--- config.mk ---
export PLATFORM = sky130hd
export DESIGN_NAME = run_merger_top
export DESIGN_NICKNAME = d
export VERILOG_FILES = /design/src/merge_pkg.sv /design/src/merge_control.sv /design/src/merge_datapath.sv /design/src/run_fifo.sv /design/src/run_merger_top.sv
export VERILOG_INCLUDE_DIRS = /design/src /design/src/src
export SDC_FILE = /design/constraint.sdc
export NUM_CORES = 1
export LEC_CHECK = 0
export BUFFER_PORTS_ARGS = -buffer_cell sky130_fd_sc_hd__buf_2
export CORE_MARGIN = 8
export CORE_UTILIZATION = 44
export DETAILED_ROUTE_END_ITERATION = 10
export RECOVER_POWER = 50
export REMOVE_ABC_BUFFERS = 1
export SLEW_MARGIN = 20
export SYNTH_ARGS = -nofsm -noshare
export SYNTH_HDL_FRONTEND = slang
export SYNTH_SLANG_ARGS = --single-unit
--- constraint.sdc ---
create_clock -name i_clk -period 4 [get_ports i_clk]
set_input_delay 0.6 -clock i_clk [delete_from_list [all_inputs] [get_ports i_clk]]
set_output_delay 0.6 -clock i_clk [all_outputs]
set_load 0.05 [all_outputs]
--- src/merge_params.svh ---
`ifndef MERGE_PARAMS_SVH
`define MERGE_PARAMS_SVH

// data word width, one sort key per word.
`define MERGE_DATA_W 16

// entries in each run fifo, keep it a power of two.
`define MERGE_FIFO_DEPTH 8

// log2 of the fifo depth.
`define MERGE_PTR_W 3

`endif

--- src/merge_pkg.sv ---
package merge_pkg;

   // control fsm states.
   typedef enum logic [1:0] {
      ST_MERGE  = 2'b00,  // both runs still open.
      ST_A_DONE = 2'b01,  // a terminator at head, drain b.
      ST_B_DONE = 2'b10   // b terminator at head, drain a.
   } merge_state_e;

   // head select opcode, control to datapath.
   // the same code also decides which fifo gets popped.
   typedef enum logic [1:0] {
      SEL_NONE = 2'b00,  // idle or stalled.
      SEL_A    = 2'b01,  // emit and pop head of a.
      SEL_B    = 2'b10,  // emit and pop head of b.
      SEL_TERM = 2'b11   // pop both terminators, emit one zero.
   } merge_sel_e;

endpackage

--- src/merge_control.sv ---
module merge_control (
   input  logic                  i_clk,
   input  logic                  i_rst_n,
   input  logic                  i_a_empty,
   input  logic                  i_b_empty,
   input  logic                  i_a_zero,    // a head is a terminator.
   input  logic                  i_b_zero,    // b head is a terminator.
   input  logic                  i_a_lte_b,
   input  logic                  i_out_full,  // downstream back-pressure.
   output merge_pkg::merge_sel_e o_sel,
   output logic                  o_a_rd,      // pop a, same cycle as o_sel.
   output logic                  o_b_rd       // pop b, same cycle as o_sel.
);

   import merge_pkg::*;

   merge_state_e state;
   merge_state_e state_nxt;
   merge_sel_e   sel;
   logic         stall;

   // no progress when downstream is full or a needed head is missing.
   always_comb begin
      case (state)
         ST_MERGE:  stall = i_out_full || i_a_empty || i_b_empty;
         ST_A_DONE: stall = i_out_full || i_b_empty;  // a sits on its terminator.
         ST_B_DONE: stall = i_out_full || i_a_empty;  // b sits on its terminator.
         default:   stall = i_out_full;
      endcase
   end

   // next state and head select.
   always_comb begin
      state_nxt = state;
      sel       = SEL_NONE;
      if (!stall) begin
         case (state)
            ST_MERGE: begin
               if (i_a_zero && i_b_zero) begin
                  sel = SEL_TERM;          // both runs ended together.
               end else if (i_a_zero) begin
                  state_nxt = ST_A_DONE;   // no pop, keep a's terminator.
               end else if (i_b_zero) begin
                  state_nxt = ST_B_DONE;
               end else if (i_a_lte_b) begin
                  sel = SEL_A;
               end else begin
                  sel = SEL_B;
               end
            end
            ST_A_DONE: begin
               if (i_b_zero) begin
                  // b reached its end, close the pair.
                  sel       = SEL_TERM;
                  state_nxt = ST_MERGE;
               end else begin
                  sel = SEL_B;             // drain rest of b.
               end
            end
            ST_B_DONE: begin
               if (i_a_zero) begin
                  sel       = SEL_TERM;
                  state_nxt = ST_MERGE;
               end else begin
                  sel = SEL_A;             // drain rest of a.
               end
            end
            default: begin
               state_nxt = ST_MERGE;       // unreachable encoding.
            end
         endcase
      end
   end

   // state register.
   always_ff @(posedge i_clk or negedge i_rst_n) begin
      if (!i_rst_n) begin
         state <= ST_MERGE;
      end else begin
         state <= state_nxt;
      end
   end

   assign o_sel = sel;

   // a pop follows the select directly.
   // the terminator pops both, one zero word goes out.
   assign o_a_rd = (sel == SEL_A) || (sel == SEL_TERM);
   assign o_b_rd = (sel == SEL_B) || (sel == SEL_TERM);

endmodule

--- src/merge_datapath.sv ---
`include "merge_params.svh"

module merge_datapath (
   input  logic                     i_clk,
   input  logic                     i_rst_n,
   input  logic [`MERGE_DATA_W-1:0] i_a_head,
   input  logic [`MERGE_DATA_W-1:0] i_b_head,
   input  merge_pkg::merge_sel_e    i_sel,       // which word to register.
   output logic                     o_a_zero,    // a head is a terminator.
   output logic                     o_b_zero,    // b head is a terminator.
   output logic                     o_a_lte_b,   // a head <= b head.
   output logic                     o_out_valid,
   output logic [`MERGE_DATA_W-1:0] o_out_data,
   output logic                     o_out_last
);

   import merge_pkg::*;

   // terminator detection.
   assign o_a_zero = (i_a_head == '0);
   assign o_b_zero = (i_b_head == '0);

   // ties go to a, keeps the merge stable.
   assign o_a_lte_b = (i_a_head <= i_b_head);

   // output strobes.
   always_ff @(posedge i_clk or negedge i_rst_n) begin
      if (!i_rst_n) begin
         o_out_valid <= 1'b0;
         o_out_last  <= 1'b0;
      end else begin
         case (i_sel)
            SEL_A, SEL_B: begin
               o_out_valid <= 1'b1;
               o_out_last  <= 1'b0;
            end
            SEL_TERM: begin
               o_out_valid <= 1'b1;
               o_out_last  <= 1'b1;  // single zero closes the run.
            end
            default: begin
               o_out_valid <= 1'b0;  // stall or state change.
               o_out_last  <= 1'b0;
            end
         endcase
      end
   end

   // output word.
   // holds its old value on idle cycles, valid tells.
   always_ff @(posedge i_clk) begin
      case (i_sel)
         SEL_A:    o_out_data <= i_a_head;
         SEL_B:    o_out_data <= i_b_head;
         SEL_TERM: o_out_data <= '0;
         default:  o_out_data <= o_out_data;
      endcase
   end

endmodule

--- src/run_fifo.sv ---
`include "merge_params.svh"

module run_fifo (
   input  logic                     i_clk,
   input  logic                     i_rst_n,
   input  logic                     i_wr,       // write strobe.
   input  logic [`MERGE_DATA_W-1:0] i_wr_data,
   input  logic                     i_rd,       // pops the head.
   output logic [`MERGE_DATA_W-1:0] o_rd_data,  // head word, always visible.
   output logic                     o_empty,
   output logic                     o_full
);

   localparam int CNT_W = `MERGE_PTR_W + 1;

   logic [`MERGE_DATA_W-1:0] mem [`MERGE_FIFO_DEPTH];

   logic [`MERGE_PTR_W-1:0] wr_ptr;
   logic [`MERGE_PTR_W-1:0] rd_ptr;
   logic [CNT_W-1:0]        count;   // occupancy, 0 to depth.

   logic wr_en;
   logic rd_en;

   // writes into a full fifo are lost.
   assign wr_en = i_wr && !o_full;
   // reads of an empty fifo do nothing.
   assign rd_en = i_rd && !o_empty;

   assign o_empty = (count == '0);
   assign o_full  = (count == CNT_W'(`MERGE_FIFO_DEPTH));

   // first word fall through.
   assign o_rd_data = mem[rd_ptr];

   // storage array.
   always_ff @(posedge i_clk) begin
      if (wr_en) begin
         mem[wr_ptr] <= i_wr_data;
      end
   end

   // pointers wrap naturally at the power of two depth.
   always_ff @(posedge i_clk or negedge i_rst_n) begin
      if (!i_rst_n) begin
         wr_ptr <= '0;
         rd_ptr <= '0;
      end else begin
         if (wr_en) begin
            wr_ptr <= wr_ptr + 1'b1;
         end
         if (rd_en) begin
            rd_ptr <= rd_ptr + 1'b1;
         end
      end
   end

   // occupancy count.
   always_ff @(posedge i_clk or negedge i_rst_n) begin
      if (!i_rst_n) begin
         count <= '0;
      end else begin
         case ({wr_en, rd_en})
            2'b10:   count <= count + 1'b1;  // push only.
            2'b01:   count <= count - 1'b1;  // pop only.
            default: count <= count;         // both or neither.
         endcase
      end
   end

endmodule

--- src/run_merger_top.sv ---
`include "merge_params.svh"

module run_merger_top (
   input  logic                     i_clk,
   input  logic                     i_rst_n,
   input  logic                     i_a_wr,
   input  logic [`MERGE_DATA_W-1:0] i_a_data,
   input  logic                     i_b_wr,
   input  logic [`MERGE_DATA_W-1:0] i_b_data,
   input  logic                     i_out_full,
   output logic                     o_a_full,
   output logic                     o_b_full,
   output logic                     o_out_valid,
   output logic [`MERGE_DATA_W-1:0] o_out_data,
   output logic                     o_out_last
);

   import merge_pkg::*;

   logic [`MERGE_DATA_W-1:0] a_head;
   logic [`MERGE_DATA_W-1:0] b_head;
   logic                     a_empty;
   logic                     b_empty;
   logic                     a_rd;
   logic                     b_rd;
   logic                     a_zero;
   logic                     b_zero;
   logic                     a_lte_b;
   merge_sel_e               sel;

   // stream a buffer.
   run_fifo fifo_a (
      .i_clk     (i_clk),
      .i_rst_n   (i_rst_n),
      .i_wr      (i_a_wr),
      .i_wr_data (i_a_data),
      .i_rd      (a_rd),
      .o_rd_data (a_head),
      .o_empty   (a_empty),
      .o_full    (o_a_full)
   );

   // stream b buffer.
   run_fifo fifo_b (
      .i_clk     (i_clk),
      .i_rst_n   (i_rst_n),
      .i_wr      (i_b_wr),
      .i_wr_data (i_b_data),
      .i_rd      (b_rd),
      .o_rd_data (b_head),
      .o_empty   (b_empty),
      .o_full    (o_b_full)
   );

   merge_datapath u_datapath (
      .i_clk       (i_clk),
      .i_rst_n     (i_rst_n),
      .i_a_head    (a_head),
      .i_b_head    (b_head),
      .i_sel       (sel),
      .o_a_zero    (a_zero),
      .o_b_zero    (b_zero),
      .o_a_lte_b   (a_lte_b),
      .o_out_valid (o_out_valid),
      .o_out_data  (o_out_data),
      .o_out_last  (o_out_last)
   );

   merge_control u_control (
      .i_clk      (i_clk),
      .i_rst_n    (i_rst_n),
      .i_a_empty  (a_empty),
      .i_b_empty  (b_empty),
      .i_a_zero   (a_zero),
      .i_b_zero   (b_zero),
      .i_a_lte_b  (a_lte_b),
      .i_out_full (i_out_full),
      .o_sel      (sel),
      .o_a_rd     (a_rd),
      .o_b_rd     (b_rd)
   );

endmodule

==> summary.md <==
| Metric | Value |
|---|---|
| First-pass GRT wire length | `39550 um` |
| DP Wirelength | `between 15000 and 20000 um` |
| Port-buffer cells | `56` |
| Max rail drop VDD | `between 0.0004 and 0.0005 V` |
| CTS Sinks | `296` |
| Max Cap Viol | `0` |
| Clock Tree Root | `clkbuf_16` |
| Slowest stage cell, crit path | `dfrtp_2` |
| Crit Path Category | `reg -> reg` |
| Clk_skew | `roughly 0.011 ns` |
| Leak | `between 5 and 6 nW` |
| Setup_tns | `-0.5806 ns` |
| Adder-cell share of the synthesized area | `2.852%` |
| F_max | `about 240 MHz` |
| Seq pwr share | `a little under a third` |
| I/O Pins | `between 50 and 60` |
| Final setup fails | `6` |
| Synth top area cells | `edfxtp_1, mux4_2, dfrtp_1` |
| Total congestion overflow | `0` |
| Design area | `between 0.015 and 0.02 sq mm` |
| Failing checks | `setup timing` |
| Drt wl/cell | `approximately 22 um` |
| All-Layer GR Usage | `15.78%` |
| Worst Tran Pin Value | `between 1 and 1.5 ns` |
| Area growth syn-to-layout | `26.36%` |
| Largest net degree at the start of global routing | `33` |
| Critical path's most frequent cell | `ha_4` |
| Synthesized instance count | `625` |
| Critical Path Start Type | `register` |
| Synth top area share | `67.45%` |
| Fin util | `between 50% and 60%` |
| Power per cell area | `909.5 mW/mm^2` |
| Slew Limit Fails | `0` |
| Routed vias | `around 6.5k` |
| Cell taking the most area after synthesis | `edfxtp_1` |
| Post-synthesis sequential area ratio | `between 70 and 80%` |
| Xor-xnor portion of the synthesized cell area | `under 10%` |
| Vias in the first global route | `roughly 6.8k` |
| Clock tree from TritonCTS | `built` |
| Commonest non-fill, non-tap cell in the layout | `edfxtp_1` |
| Largest family of logic cells by synthesized area | `multiplexers` |
| Die width | `between 150 and 200 um` |
| Synth Warn # | `0` |
| Total core area | `0.02703 sq mm` |
| Compound-Gate Fraction of Synth Area | `2.521%` |
| Worst skew pair latency | `about 0.5 ns` |
| Worst EP arrival | `4.61 ns` |
| RD Place Congestion | `roughly 0.84` |
| Unique masters post-synth | `between 40 and 50` |
| CP peak stage delay | `0.50 ns` |
| Combinational power share | `a little under half` |
| Number of synthesized register bits | `between 200 and 300` |
| Most frequent cells in the layout | `edfxtp_1, buf_4, mux4_2` |
| Status | `complete, but fails checks` |
| Clock-pin slew on the worst setup and hold paths | `roughly 0.060 ns` |
| Layout Nets | `slightly below 900` |
| Mux contribution to synthesized area | `roughly 15%` |
| Max clock buf depth | `3` |
| Final WL | `between 20000 and 30000 um` |
| Switch share | `roughly a third` |
| Post-DRT Antenna Nets | `0` |
| Internal power | `roughly 0.0091 W` |
| Row cnt | `60` |
| Cts bufs inserted | `34` |
| Clock power share | `20.8%` |
| Die Y | `approximately 180 um` |
| Mapped Area | `approximately 0.012 sq mm` |
| Data required, critical path | `approximately 4.4 ns` |
| Drt pass-1 iters | `5` |
| Vias per Instance | `~5.4` |
| RSZ-0062 raised after global routing | `yes` |
| Avg Inst Size Synth | `approximately 19 sq um` |
| Initial Utilization | `between 40 and 50%` |
| Die area | `~0.033 sq mm` |
| NetSw | `approximately 0.0048 W` |
| Initial antenna violation count | `3` |
| Hold Path Class | `in -> async` |
| Max-slew headroom | `~5.8%` |
| H-tree depth | `2` |
| Fin worst setup slack | `-0.1971 ns` |
| Final period utilization | `104.9%` |
| Crit. End Element | `register` |
| Final worst path period need | `approximately 4.2 ns` |
| CTS hold repair buffers | `0` |
| Drt drc | `0` |
| Worst-path maximum fanout | `6` |
| Post-Synth Simple-Gate Area | `under 10%` |
| Final hold violations | `0` |
| Hold WS | `0.4210 ns` |
| Cells along the critical path | `buf_8 -> mux4_2 -> mux2i_1 -> buf_4 -> inv_4 -> ha_4 -> nand4_1 -> nor3_2 -> o31ai_4 -> a2111oi_2 -> a211o_1 -> and2_4 -> ha_4 -> xor2_2 -> ha_4 -> a21oi_2 -> xor2_1 -> nor2_1 -> xor2_1` |
| DP Area | `0.01359 sq mm` |
| Layout cell share with drive strength beyond 1 | `between 30% and 40%` |
| Place WS | `-0.3104 ns` |
| Initial drt markers | `between 300 and 400` |
## per-layer routing
metal  vias to the layer above  wire length (um)  part of all wire (%)  global-route usage (%)
met2                       148             13690                    52                   28.29
li1                       2933                 -                     -                       -
met1                      3313             10930                    41                   18.97
met3                        53              1146                   4.3                   3.174
met4                         4               648                   2.5                   4.624
met5                         -                22                 0.083                       0
## registers in the layout, indices dropped and copies added (netlist names), 2 cells and up
signal / count
fifo_a.count: 4
fifo_a.mem: 128
fifo_a.rd_ptr: 3
fifo_a.wr_ptr: 3
fifo_b.count: 4
fifo_b.mem: 128
fifo_b.rd_ptr: 3
fifo_b.wr_ptr: 3
u_control.state: 2
u_datapath.o_out_data: 16
## cell families (layout without fill, tap and decap cells)
kind of cell | Yosys count | count (layout)
flops | 296 | 296
mux | 99 | 99
simple gates | 87 | 87
buf+inv | 51 | 269
compound gates | 48 | 48
fa+ha+maj | 27 | 27
xor+xnor | 17 | 17
other cells | 0 | 1
## layout make-up
type,count,area (sq um)
flip-flops and latches,296,8771
multi-input cells,278,3553
repair buffers,180,1380
fillers,2055,11730
clock inverters,16,101.3
diodes,1,2.502
well taps,341,426.7
inverters,27,106.4
clock buffers,46,959.7
## per-stage QoR
| step | power [W] | std cells |
|---|---|---|
| 4_1_cts | 0.01343 | 1170 |
| 3_5_place_dp | 0.009998 | 1095 |
| 3_3_place_gp | 0.009865 | 1095 |
| 2_1_floorplan | 0.007542 | 601 |
| 5_1_grt | 0.01466 | 1185 |
| 6_report | 0.01392 | 1185 |
## power by group through the flow
| stage | Combinational (W) | Sequential, W | Clock, W |
|---|---|---|---|
| CTS | 0.00603 | 0.00443 | 0.00297 |
| finish | 0.00658 | 0.00443 | 0.00290 |
| global route | 0.00708 | 0.00449 | 0.00309 |
| global placement | 0.00542 | 0.00444 | 0 |
| floorplan | 0.00255 | 0.00499 | 0 |
| detailed placement | 0.00552 | 0.00447 | 0 |
## timing repair
action / in CTS / in global routing
resized for setup: 38 / 45
pin swaps: 24 / 15
setup endpoints to repair: 7 / 24
cloned: 2 / 1
buffers inserted: 11 / 16
## critical path: cells and delay by family (launching register included)
kind	cells	cell delay [ns]
adders and majority gates	3	0.54
AOI/OAI and AO/OA	4	0.71
xor gates and xnor gates	3	0.48
buffers and inverters	3	0.39
muxes	2	0.68
DFF	1	0.50
and+or+nand+nor	4	0.80
## worst paths after layout
kind	start	endpoint	slack, ns	depth (start not counted)
max	fifo_a.rd_ptr[0]	fifo_b.count[2]	-0.20	19
min reg2reg	fifo_a.count[3]	fifo_a.count[3]	0.50	1
max in group asynchronous	i_rst_n	fifo_a.rd_ptr[0]	2.64	1
min in group i_clk	i_b_data[11]	fifo_b.mem[3][11]	0.45	1
max reg2reg	fifo_a.rd_ptr[0]	fifo_b.count[2]	-0.20	19
min	i_rst_n	fifo_b.count[3]	0.42	1
## synthesized netlist by cell type (all sizes together)
cell type and count:
nor3 12, a2111oi 1, mux4 64, mux2 3, nand3 2, nand2b 5, edfxtp 272, nor4 6
o211ai 2, nand3b 2, a21oi 13, clkinv 2, nor2b 4, ha 26, or4 1, and2 3
nand2 24, mux2i 32, clkbuf 10, o221ai 1, o21bai 1, inv 25, dfrtp 24, nor2 15
a211o 1, or3 1, o2111a 1, buf 14, o21ai 4, o22ai 17, o21a 2, nand4 12
fa 1, xnor2 10, a211oi 1, xor2 7, a21o 3, o31ai 1
Note: power is estimated with default switching activity, not from simulation.
